**src/source/bpu_pkg.sv**
```systemverilog
// ==================================================
// Package with table sizes, address and index types
// and the saturating counter limits of the BPU
// ==================================================

`default_nettype none

package bpu_pkg;

    // ==================================================
    // Address layout
    // ==================================================

    // Width of a fetch or resolve address
    localparam int ADDR_WIDTH = 32;

    // Bits 1 and 0 are never looked at, every index starts at bit 2
    localparam int ADDR_LSB = 2;

    typedef logic [ADDR_WIDTH-1:0] addr_t;

    // ==================================================
    // Gshare pattern history table
    // ==================================================

    localparam int PHT_ENTRIES     = 1024;
    localparam int PHT_INDEX_WIDTH = 10;

    // Used both for the global history and the hashed table index
    typedef logic [PHT_INDEX_WIDTH-1:0] pht_index_t;

    // Two bit saturating direction counter, upper bit is the prediction
    typedef logic [1:0] counter_t;

    localparam counter_t COUNTER_RESET = 2'b00;
    localparam counter_t COUNTER_MIN   = 2'b00;
    localparam counter_t COUNTER_MAX   = 2'b11;

    // Target buffer geometry, the tag is everything above the index
    localparam int BTB_ENTRIES     = 64;
    localparam int BTB_INDEX_WIDTH = 6;
    localparam int BTB_TAG_WIDTH   = ADDR_WIDTH - BTB_INDEX_WIDTH - ADDR_LSB;

    typedef logic [BTB_INDEX_WIDTH-1:0] btb_index_t;
    typedef logic [BTB_TAG_WIDTH-1:0]   btb_tag_t;

    // In-order queue of outstanding conditional predictions
    localparam int QUEUE_DEPTH = 4;

    typedef logic [1:0] queue_ptr_t;

endpackage : bpu_pkg

`default_nettype wire

```
**src/source/branch_target_buffer.sv**
```systemverilog
// ==================================================
// Direct-mapped tagged branch target buffer
// ==================================================

`timescale 1ns/1ns
`default_nettype none

module branch_target_buffer (
    input  wire logic           clk_i,
    input  wire logic           rst_n_i,

    // Fetch side lookup
    input  wire bpu_pkg::addr_t lookup_pc_i,
    output logic                hit_o,
    output logic                conditional_o,
    output bpu_pkg::addr_t      target_o,

    // Allocation from the execute stage on taken branches
    input  wire logic           update_i,
    input  wire bpu_pkg::addr_t update_pc_i,
    input  wire logic           update_conditional_i,
    input  wire bpu_pkg::addr_t update_target_i
);

    import bpu_pkg::*;

    // ==================================================
    // Storage
    // ==================================================

    // Payload arrays, one slot per index
    btb_tag_t tag_mem    [BTB_ENTRIES];
    addr_t    target_mem [BTB_ENTRIES];
    logic     cond_mem   [BTB_ENTRIES];

    // Only the valid bits are under reset
    logic [BTB_ENTRIES-1:0] valid_q;

    // Arrays start out cleared so lookups never read X
    initial begin
        for (int i = 0; i < BTB_ENTRIES; i++) begin
            tag_mem[i]    = '0;
            target_mem[i] = '0;
            cond_mem[i]   = 1'b0;
        end
    end

    // ==================================================
    // Lookup
    // ==================================================

    btb_index_t lookup_index;
    btb_tag_t   lookup_tag;

    // Index sits just above the ignored byte offset, the tag above that
    assign lookup_index = lookup_pc_i[BTB_INDEX_WIDTH+ADDR_LSB-1:ADDR_LSB];
    assign lookup_tag   = lookup_pc_i[ADDR_WIDTH-1:BTB_INDEX_WIDTH+ADDR_LSB];

    // A hit needs both a valid slot and a matching tag
    assign hit_o = valid_q[lookup_index] && (tag_mem[lookup_index] == lookup_tag);

    // Type and target come straight from the slot, qualified by hit_o upstream
    assign conditional_o = cond_mem[lookup_index];
    assign target_o      = target_mem[lookup_index];

    // ==================================================
    // Allocation
    // ==================================================

    btb_index_t update_index;
    btb_tag_t   update_tag;

    assign update_index = update_pc_i[BTB_INDEX_WIDTH+ADDR_LSB-1:ADDR_LSB];
    assign update_tag   = update_pc_i[ADDR_WIDTH-1:BTB_INDEX_WIDTH+ADDR_LSB];

    // The slot is simply overwritten, a conflicting branch at the same
    // index evicts whatever lived there before
    always_ff @(posedge clk_i) begin
        if (update_i) begin
            tag_mem[update_index]    <= update_tag;
            target_mem[update_index] <= update_target_i;
            cond_mem[update_index]   <= update_conditional_i;
        end
    end

    // Valid bits are set on allocation and only cleared by reset
    always_ff @(posedge clk_i) begin
        if (!rst_n_i) begin
            valid_q <= '0;
        end else if (update_i) begin
            valid_q[update_index] <= 1'b1;
        end
    end

    // A lookup and an update in the same cycle see the old slot contents,
    // the new entry becomes visible after the edge

endmodule : branch_target_buffer

`default_nettype wire

```
**config.mk**
```make
export PLATFORM = sky130hd
export DESIGN_NAME = branch_target_buffer
export DESIGN_NICKNAME = d
export VERILOG_FILES = /design/src/source/bpu_pkg.sv /design/src/source/branch_target_buffer.sv
export SDC_FILE = /design/constraint.sdc
export NUM_CORES = 2
export LEC_CHECK = 0
export BUFFER_PORTS_ARGS = -buffer_cell sky130_fd_sc_hd__buf_2
export CAP_MARGIN = 20
export CORE_MARGIN = 3
export CORE_UTILIZATION = 28
export DETAILED_ROUTE_END_ITERATION = 8
export GPL_TIMING_DRIVEN = 0
export PLACE_DENSITY = 0.54
export SKIP_CTS_REPAIR_TIMING = 1
export SLEW_MARGIN = 15
export SYNTH_ARGS = -nofsm -noshare
export SYNTH_HDL_FRONTEND = slang
export SYNTH_SLANG_ARGS = --single-unit
```
**constraint.sdc**
```tcl
create_clock -name clk_i -period 12.85 [get_ports clk_i]
set_input_delay 1.9275 -clock clk_i [delete_from_list [all_inputs] [get_ports clk_i]]
set_output_delay 1.9275 -clock clk_i [all_outputs]
set_load 0.02 [all_outputs]
```
==> metrics <==
outcome=finished clean; critical path data required time=10920 ps; top_reg_cell synth=edfxtp_1; remaining global-route overflow=0; Peak Freq=99.23 MHz; cell taking the most area after synthesis=edfxtp_1; clock tree buffer depth=4; area of the mapped netlist=141700 um^2; # fillers=46.27k; first-pass GRT wire length=646900 um; I/O Pins=134; post-synthesis instance total=5859; vias in the first global route=71.91k; GRT Overall Usage=18.51%; CP startpoint kind=input port; clock slew at reported path FFs=60 ps; main area contributors after synthesis=edfxtp_1, mux4_2, dfxtp_1; Die Area=514500 um^2; footprint of the multi-input gates=29610 um^2; setup TNS=0 ps; fin crit period=10080 ps; Hold Path Class=flip-flop to flip-flop; worst ir drop on vdd=0.0001118 V; Sequential cell area=110800 um^2; sequential-to-total area share from yosys stat=78.23%; Worst-Skew Late Latency=950 ps; dpl hpwl=338100 um; Die W=717.3 um; Starting Density=28.19%; Final Hold Fails=0; drt pass-1 iters=6; drt total wl=487400 um; WHS=461.9 ps; EDFF count, synth=3648; Final GP Congestion=0.8055; switching share of power=22.21%; H-tree levels=5; WL/cell=35.43 um; endpoints failing setup=0; Area Overhead vs Synth=20.77%; CP Capture Type=output pin; share of layout cells above drive strength 1=33.78%; port bufs=124; syn_area_per_cell=24.18 um^2; sw power=5699 uW; Worst Setup Path Type=input port to output pin; fin crit share=78.43%; nets=6828; Post-Syn Nets=5959; CTS tree=built; antenna violations before repair=86; area share of the largest cell type after synthesis=77.33%; Core ar.=502600 um^2; Sequential Power Share=52.2%; starting DRC count in detailed routing=11.71k; CTS Buf Count=384; P_int=19970 uW; site row count=260; dpl cells=13.00k; DRC violations left=0; Rel. slew slack=17.67%; RSZ-0062 raised after global routing=false; internal reg-to-reg setup slack=12230 ps; Comb power frac=5.7%; Slew @ Worst Pin=1235 ps; Max-Cap Viols=0; clock root buffer=clkbuf_16; clock power share=42.1%; largest net degree at the start of global routing=65; Crit Path Max Fanout=10; CP Data Arrival Time=8150 ps; routed via count=73.25k; Worst Skew=0 ps; DRT antenna net count=0; final non-filler cell total=13.76k; LEAKAGE=0.05273 uW; CTS Sinks=3712; Seq cells post-synth=3712; Slew Viols, Final=0; die height=717.3 um; Syn. warnings=0; vias per inst=5.324; post-synth cell types=74; Async SR Flop Fraction=0%; Power Dens Cells=150.0 nW/um^2
==> cells in the mapped netlist (38+ instances only) <==
| master | n |
|---|---|
| a22oi_1 | 41 |
| buf_2 | 96 |
| buf_4 | 38 |
| clkbuf_1 | 145 |
| dfxtp_1 | 64 |
| edfxtp_1 | 3648 |
| mux2i_1 | 111 |
| mux4_2 | 1047 |
| nand2_1 | 65 |
| nor2_1 | 86 |
| o21a_1 | 67 |
| o22ai_1 | 49 |
==> kinds of logic (layout without fill, tap and decap cells) <==
family          Yosys count  in the layout  synth area share (%)
compound gates          294            294                 1.531
xor+xnor                 10             10               0.06182
buf+inv                 325           1515                 1.215
flops                  3712           3712                 78.23
mux                    1191           1191                 17.77
other cells               0             27                     0
simple gates            327            327                 1.197
==> path summary, 6_finish.rpt <==
kind / startpoint / endpoint / cells past startpoint
min reg2reg: valid_q[41] / valid_q[41] / 1
max reg2reg: valid_q[29] / valid_q[29] / 1
max: lookup_pc_i[3] / hit_o / 15
min: valid_q[41] / valid_q[41] / 1
==> critical path, stage by stage <==
cell      delay [ps]
buf_2             80
buf_2            310
buf_4            350
buf_4            310
buf_2            500
buf_2            660
buf_1            740
clkbuf_1         850
a311oi_1         400
o211ai_1         230
nand4_1          250
xor2_1           460
nand4_1          180
nor4_2           550
buf_2            260
==> layer usage <==
layer	up-vias	global-route usage (%)	part of all wire, %
li1	27310	-	-
met5	-	0	0.059
met4	46	6.694	4.2
met3	989	3.529	9.8
met1	40220	25.22	39
met2	4684	29.62	47
==> registers in the layout, summed over array words and instances (netlist names) <==
register    count
valid_q        64
cond_mem       64
target_mem   2048
tag_mem      1536
==> through the flow <==
stage / util, % / instance area [um^2] / worst slack (ps) / total power [uW]
2_1_floorplan: - / 141700 / 6058 / 14360
3_3_place_gp: 29.97 / 150600 / 292.9 / 15030
3_5_place_dp: 31.53 / 158400 / 2715 / 15100
4_1_cts: 33.93 / 170500 / 2681 / 25780
5_1_grt: 34.03 / 171000 / 2656 / 26330
6_report: 34.04 / 171100 / 2772 / 25660
==> final cells by class <==
class                      instances  share of cell area [%]
buffer                           318                   1.025
inverter                           7                 0.01536
clock buffer                     453                   5.859
clock inverter                   254                   1.200
sequential                      3712                   64.78
multi-input combinational       1822                   17.31
tap                             6681                   4.886
antenna                           27                 0.03949
timing repair buffer             483                   4.890
==> layout by cell type (no fill, tap or decap), drive strengths merged, types with 10 or more instances in the layout <==
master and count:
inv 19, nand3 24, a21oi 19, o221ai 25, nand2 65, mux2 26, o22ai 49, o21ai 11
nand2b 13, nor2b 25, nor3 24, buf 656, and3 11, a211oi 14, a31oi 10, nor2 86
edfxtp 3648, or3 10, nand4 15, nor4 14, mux4 1054, clkbuf 598, diode 27, mux2i 111
dfxtp 64, o21a 67, bufinv 24, clkinv 209, a22oi 41
==> power groups by stage <==
stage                     combinational (uW)  sequential, uW  clock, uW
after floorplan                          707           13600          0
after global placement                  1360           13700          0
after detailed placement                1440           13700          0
after CTS                               1450           13400      10900
after global routing                    1510           13400      11400
final                                   1460           13400      10800
(Power assumes the default switching activity.)
