--- src/source/bpu_pkg.sv ---
// ==================================================
// Package with table sizes, address and index types
// and the saturating counter limits of the BPU
// ==================================================

`default_nettype none

package bpu_pkg;

    // ==================================================
    // Address layout
    // ==================================================

    // Width of a fetch or resolve address
    localparam int ADDR_WIDTH = 32;

    // Bits 1 and 0 are never looked at, every index starts at bit 2
    localparam int ADDR_LSB = 2;

    typedef logic [ADDR_WIDTH-1:0] addr_t;

    // ==================================================
    // Gshare pattern history table
    // ==================================================

    localparam int PHT_ENTRIES     = 1024;
    localparam int PHT_INDEX_WIDTH = 10;

    // Used both for the global history and the hashed table index
    typedef logic [PHT_INDEX_WIDTH-1:0] pht_index_t;

    // Two bit saturating direction counter, upper bit is the prediction
    typedef logic [1:0] counter_t;

    localparam counter_t COUNTER_RESET = 2'b00;
    localparam counter_t COUNTER_MIN   = 2'b00;
    localparam counter_t COUNTER_MAX   = 2'b11;

    // Target buffer geometry, the tag is everything above the index
    localparam int BTB_ENTRIES     = 64;
    localparam int BTB_INDEX_WIDTH = 6;
    localparam int BTB_TAG_WIDTH   = ADDR_WIDTH - BTB_INDEX_WIDTH - ADDR_LSB;

    typedef logic [BTB_INDEX_WIDTH-1:0] btb_index_t;
    typedef logic [BTB_TAG_WIDTH-1:0]   btb_tag_t;

    // In-order queue of outstanding conditional predictions
    localparam int QUEUE_DEPTH = 4;

    typedef logic [1:0] queue_ptr_t;

endpackage : bpu_pkg

`default_nettype wire

--- src/source/gshare_predictor.sv ---
// ==================================================
// Gshare direction predictor with global history,
// counter table, prediction queue and mispredict check
// ==================================================

`timescale 1ns/1ns
`default_nettype none

module gshare_predictor (
    input  wire logic           clk_i,
    input  wire logic           rst_n_i,

    // Fetch side, predict_i is a conditional hit in the target buffer
    input  wire logic           predict_i,
    input  wire bpu_pkg::addr_t lookup_pc_i,
    output logic                prediction_o,
    output logic                accepted_o,
    output logic                busy_o,

    // Resolve side, executed_i marks a resolved conditional branch
    input  wire logic           executed_i,
    input  wire logic           taken_i,
    output logic                mispredicted_o
);

    import bpu_pkg::*;

    // Occupancy needs one more bit than the pointers to tell full from empty
    typedef logic [$clog2(QUEUE_DEPTH+1)-1:0] count_t;

    localparam count_t QUEUE_FULL = count_t'(QUEUE_DEPTH);

    // ==================================================
    // Global history and hashed index
    // ==================================================

    pht_index_t history_q;
    pht_index_t hashed_index;

    // Address bits 11 down to 2 folded with the most recent outcomes
    assign hashed_index = history_q ^ lookup_pc_i[PHT_INDEX_WIDTH+ADDR_LSB-1:ADDR_LSB];

    // Every resolved conditional shifts its outcome in at bit 0,
    // whether or not it had a queued prediction
    always_ff @(posedge clk_i) begin
        if (!rst_n_i) begin
            history_q <= '0;
        end else if (executed_i) begin
            history_q <= {history_q[PHT_INDEX_WIDTH-2:0], taken_i};
        end
    end

    // ==================================================
    // Prediction queue
    // ==================================================

    logic       queue_pred_q  [QUEUE_DEPTH];
    pht_index_t queue_index_q [QUEUE_DEPTH];

    queue_ptr_t push_ptr_q;
    queue_ptr_t pull_ptr_q;
    count_t     count_q;

    logic queue_full;
    logic queue_empty;
    logic push;
    logic pull;

    assign queue_full  = (count_q == QUEUE_FULL);
    assign queue_empty = (count_q == '0);

    // A full queue refuses new predictions even when a pull frees a slot
    // in the same cycle, so busy drops one cycle after the first pull
    assign push = predict_i && !queue_full;
    assign pull = executed_i && !queue_empty;

    assign accepted_o = push;
    assign busy_o     = queue_full;

    // Prediction bit and table index travel together to the resolve side
    always_ff @(posedge clk_i) begin
        if (push) begin
            queue_pred_q[push_ptr_q]  <= prediction_o;
            queue_index_q[push_ptr_q] <= hashed_index;
        end
    end

    // Pointers wrap naturally at the queue depth
    always_ff @(posedge clk_i) begin
        if (!rst_n_i) begin
            push_ptr_q <= '0;
            pull_ptr_q <= '0;
            count_q    <= '0;
        end else begin
            if (push) begin
                push_ptr_q <= queue_ptr_t'(push_ptr_q + 1'b1);
            end
            if (pull) begin
                pull_ptr_q <= queue_ptr_t'(pull_ptr_q + 1'b1);
            end
            case ({push, pull})
                2'b10:   count_q <= count_q + 1'b1;
                2'b01:   count_q <= count_q - 1'b1;
                default: count_q <= count_q;
            endcase
        end
    end

    // ==================================================
    // Counter table and training
    // ==================================================

    counter_t   pht_mem [PHT_ENTRIES];
    counter_t   head_counter;
    counter_t   trained_counter;
    pht_index_t head_index;
    logic       head_pred;

    initial begin
        for (int i = 0; i < PHT_ENTRIES; i++) begin
            pht_mem[i] = COUNTER_RESET;
        end
    end

    // Oldest outstanding prediction
    assign head_index = queue_index_q[pull_ptr_q];
    assign head_pred  = queue_pred_q[pull_ptr_q];

    // Two read ports, one for fetch and one for the counter being trained
    assign prediction_o = pht_mem[hashed_index][1];
    assign head_counter = pht_mem[head_index];

    // saturate at both ends
    always_comb begin
        if (taken_i) begin
            trained_counter = (head_counter == COUNTER_MAX) ? head_counter
                                                            : head_counter + 1'b1;
        end else begin
            trained_counter = (head_counter == COUNTER_MIN) ? head_counter
                                                            : head_counter - 1'b1;
        end
    end

    // Counters change only when a queued entry is pulled, a fetch in the
    // same cycle still reads the old value
    always_ff @(posedge clk_i) begin
        if (pull) begin
            pht_mem[head_index] <= trained_counter;
        end
    end

    // Outcome against the direction that was handed to fetch
    assign mispredicted_o = pull && (taken_i != head_pred);

endmodule : gshare_predictor

`default_nettype wire

--- config.mk ---
export PLATFORM = sky130hd
export DESIGN_NAME = gshare_predictor
export DESIGN_NICKNAME = d
export VERILOG_FILES = /design/src/source/bpu_pkg.sv /design/src/source/gshare_predictor.sv
export SDC_FILE = /design/constraint.sdc
export NUM_CORES = 2
export LEC_CHECK = 0
export ABC_AREA = 1
export BUFFER_PORTS_ARGS = -buffer_cell sky130_fd_sc_hd__buf_2
export CELL_PAD_IN_SITES_DETAIL_PLACEMENT = 2
export CELL_PAD_IN_SITES_GLOBAL_PLACEMENT = 2
export CORE_MARGIN = 2
export CORE_UTILIZATION = 42
export DETAILED_ROUTE_END_ITERATION = 16
export PLACE_DENSITY = 0.8
export REMOVE_ABC_BUFFERS = 1
export SLEW_MARGIN = 20
export SYNTH_ARGS = -nofsm -noshare
export SYNTH_HDL_FRONTEND = slang
export SYNTH_SLANG_ARGS = --single-unit
export TNS_END_PERCENT = 100
--- constraint.sdc ---
create_clock -name clk_i -period 48.2 [get_ports clk_i]
set_input_delay 9.64 -clock clk_i [delete_from_list [all_inputs] [get_ports clk_i]]
set_output_delay 9.64 -clock clk_i [all_outputs]
set_load 0.02 [all_outputs]
==> metrics.md <==
| Metric | Value |
|---|---|
| CP Capture Type | output pin |
| PnR Total Power | 7.91 mW |
| Final Cell Area | between 100000 and 150000 sq um |
| Die ar. | between 200000 and 250000 sq um |
| Cell repeated most along the worst path | nand3_1 |
| Most frequent cells after synthesis | nand2_1, edfxtp_1, nand3_1 |
| Filler cells | ~24000 |
| RSZ-0062 raised after global routing | no |
| Cell Area, Synth | around 100000 sq um |
| CP max stage cell | buf_4 |
| Die width | around 490 um |
| Routability cong. | 0.849 |
| Clock latency at the later pin of the worst-skew pair | 0.90 ns |
| Ys async rst share | 0% |
| Tot GR Track Use | approximately 35% |
| I/O Buffers | 18 |
| Core area | between 200000 and 250000 sq um |
| Hold depth | 1 |
| Fin. max-slew vios | 0 |
| Synth unique cells | 28 |
| First-pass DRT Iterations | 6 |
| Synth Instances | around 10000 |
| Drt initial violations | between 9000 and 10000 |
| Congestion Overflow GR | 0 |
| Layout net count | around 10000 |
| Most numerous cell in the Yosys netlist | nand2_1 |
| # rows | 178 |
| Drt total wl | 436000 um |
| Final min period | about 26 ns |
| Leakage power | roughly 38 nW |
| Wire length per cell | ~33 um |
| Status | complete, no violations |
| Final setup TNS | 0 ns |
| Worst IR Drop VDD | 0.186 mV |
| Top cell type by total area after synthesis | edfxtp_1 |
| # hold bufs at CTS | 0 |
| I/O pin total | between 40 and 50 |
| H-tree levels | 4 |
| First-pass GRT wire length | about 630000 um |
| Residual DRC | 0 |
| CP max stage delay | just over 0.8 ns |
| CP Launch Type | input pin |
| Dpl cell area | 102000 sq um |
| Synth top area share | 63.0% |
| Antenna viol nets, final | 0 |
| EDFF count, synth | between 2000 and 2500 |
| Die Y | roughly 490 um |
| Reg2Reg Depth | 25 |
| DPL Wire Length | around 240000 um |
| Final setup viols | 0 |
| Vias in the first global route | 90300 |
| Top FF cell, synth | edfxtp_1 |
| Crit path required time | 38.56 ns |
| Vias per inst | 6.38 |
| Worst clock skew | 0.0502 ns |
| Initial Util | a little over two fifths |
| Post-CTS resize count | 0 |
| Post-synthesis sequential area ratio | approximately 63% |
| Max clock buf depth | 3 |
| Hold Crit Class | flop to flop |
| Top post-synthesis cells by area | edfxtp_1, nand3_1, nand2_1 |
| Share of layout cells above drive strength 1 | 7.36% |
| Worst path cell trace | buf_2 > nand2_1 > nand2_4 > buf_4 > buf_4 > buf_4 > buf_4 > buf_4 > or2_2 > o211ai_1 > o211ai_1 > o211ai_1 > nand3_1 > nand3_1 > nand3_1 > nand3_1 > nand3_1 > nand3_1 > nand2_1 > buf_2 |
| Tcrit/Tclk final | around 54% |
| Crit Path Class | input pin to output pin |
| Vias | 83900 |
| Worst slew margin | between 10% and 20% |
| Syn-to-layout area delta | 9.66% |
| Clock root cell | clkbuf_16 |
| CTS tree | done |
| Clk sink count | 2111 |
| Setup bufs post-CTS | 0 |
| CTS Buf Count | 230 |
| Worst-Margin Slew | around 1.3 ns |
| Initial antenna violation count | 22 |
| Maximum clock frequency | roughly 38 MHz |
| Synth Warn # | 0 |
| Pin count of the biggest net entering global routing | ~250 |
| Fin. Hold Viols | 0 |
| Pwr per Cell Area | ~72 nW/um^2 |
| Yosys reg bits | between 2000 and 2500 |
| CP Max Fanout | 74 |
| Avg Inst Size Synth | about 9.8 sq um |
| Worst Path Arrival | 16.55 ns |
| Clk slew on worst S/H paths | approximately 0.060 ns |
| Max-Cap Viols | 0 |
## per-layer routing
metal / global-route usage, % / wire, um / vias up
li1: - / - / 34700
met1: 45.0 / 168000 / 44000
met2: 57.5 / 205000 / 4035
met3: 6.08 / 36800 / 1108
met4: 19.0 / 26800 / 10
met5: 0 / 69 / -
## per-stage QoR
stage | hold WS, ns | setup WS (ns) | instances | utilization (%)
floorplan | 0.436 | -17.27 | 9349 | -
global placement | 0.457 | 22.40 | 12700 | 43.3
detailed placement | 0.480 | 22.26 | 12700 | 43.3
CTS | 0.519 | 22.22 | 13100 | 46.4
global route | 0.546 | 21.91 | 13100 | 46.4
finish | 0.511 | 22.01 | 13100 | 46.4
## placed cells by master (no fill, tap or decap), types with 25 or more instances in the layout
cell type  Yosys  layout
o22ai_1       78      78
clkbuf_16      0     235
clkinv_1       3      76
nand2_4        0      36
nor2_1      1461    1444
buf_4         53     169
o211ai_1     456     456
edfxtp_1    2092    2092
clkbuf_1     419      43
inv_1        238     234
nand2_1     2383    2338
clkinv_2       0      44
a21oi_1       26      25
or2_2        134     134
nand3_1     2082    2082
o21ai_0      336     336
## path summary, 6_finish.rpt
path | from | to | slack (ns)
worst max-delay path | lookup_pc_i[2] | prediction_o | 22.01
worst min-delay path | count_q[0] | count_q[0] | 0.51
worst max register to register | flop | pht_mem[738][1] | 37.18
worst min register to register | count_q[0] | count_q[0] | 0.51
## cells by family (layout without fill, tap and decap cells)
group / count (synthesis) / after routing / synth area share (%)
compound gates: 911 / 911 / 5.84
xor+xnor: 9 / 9 / 0.0791
fa+ha+maj: 6 / 6 / 0.0828
buf+inv: 1102 / 882 / 4.81
flops: 2111 / 2111 / 63.4
other cells: 0 / 8 / 0
simple gates: 6064 / 6064 / 25.8
## worst max-delay path: cells and delay by family
kind	cells	cell delay [ns]
AND/OR/NAND/NOR	10	2.20
AO/OA/AOI/OAI	3	0.41
buffers and inverters	7	4.10
## area by class of cell
type | count | area [sq um] | area share (%)
sequential | 2111 | 63200 | 57.8
tap | 3150 | 3940 | 3.61
clock inverter | 148 | 1210 | 1.11
multi-input combinational | 6990 | 32200 | 29.4
antenna | 8 | 20.0 | 0.0183
clock buffer | 282 | 6100 | 5.58
timing repair buffer | 204 | 1700 | 1.55
inverter | 248 | 975 | 0.892
## sequential cells by signal (all words and copies together), names as in the netlist, named ones only
| signal | flops |
|---|---|
| queue_index_q | 40 |
| queue_pred_q | 4 |
| pht_mem | 2048 |
| push_ptr_q | 2 |
| history_q | 10 |
| count_q | 3 |
| pull_ptr_q | 2 |
## where the power goes
| group | switching [mW] | internal [mW] |
|---|---|---|
| registers | 0.00589 | 3.11 |
| logic | 2.54 | 0.478 |
| clock network | 0.778 | 0.992 |
| total | 3.33 | 4.58 |
Note: power is estimated with default switching activity, not from simulation.
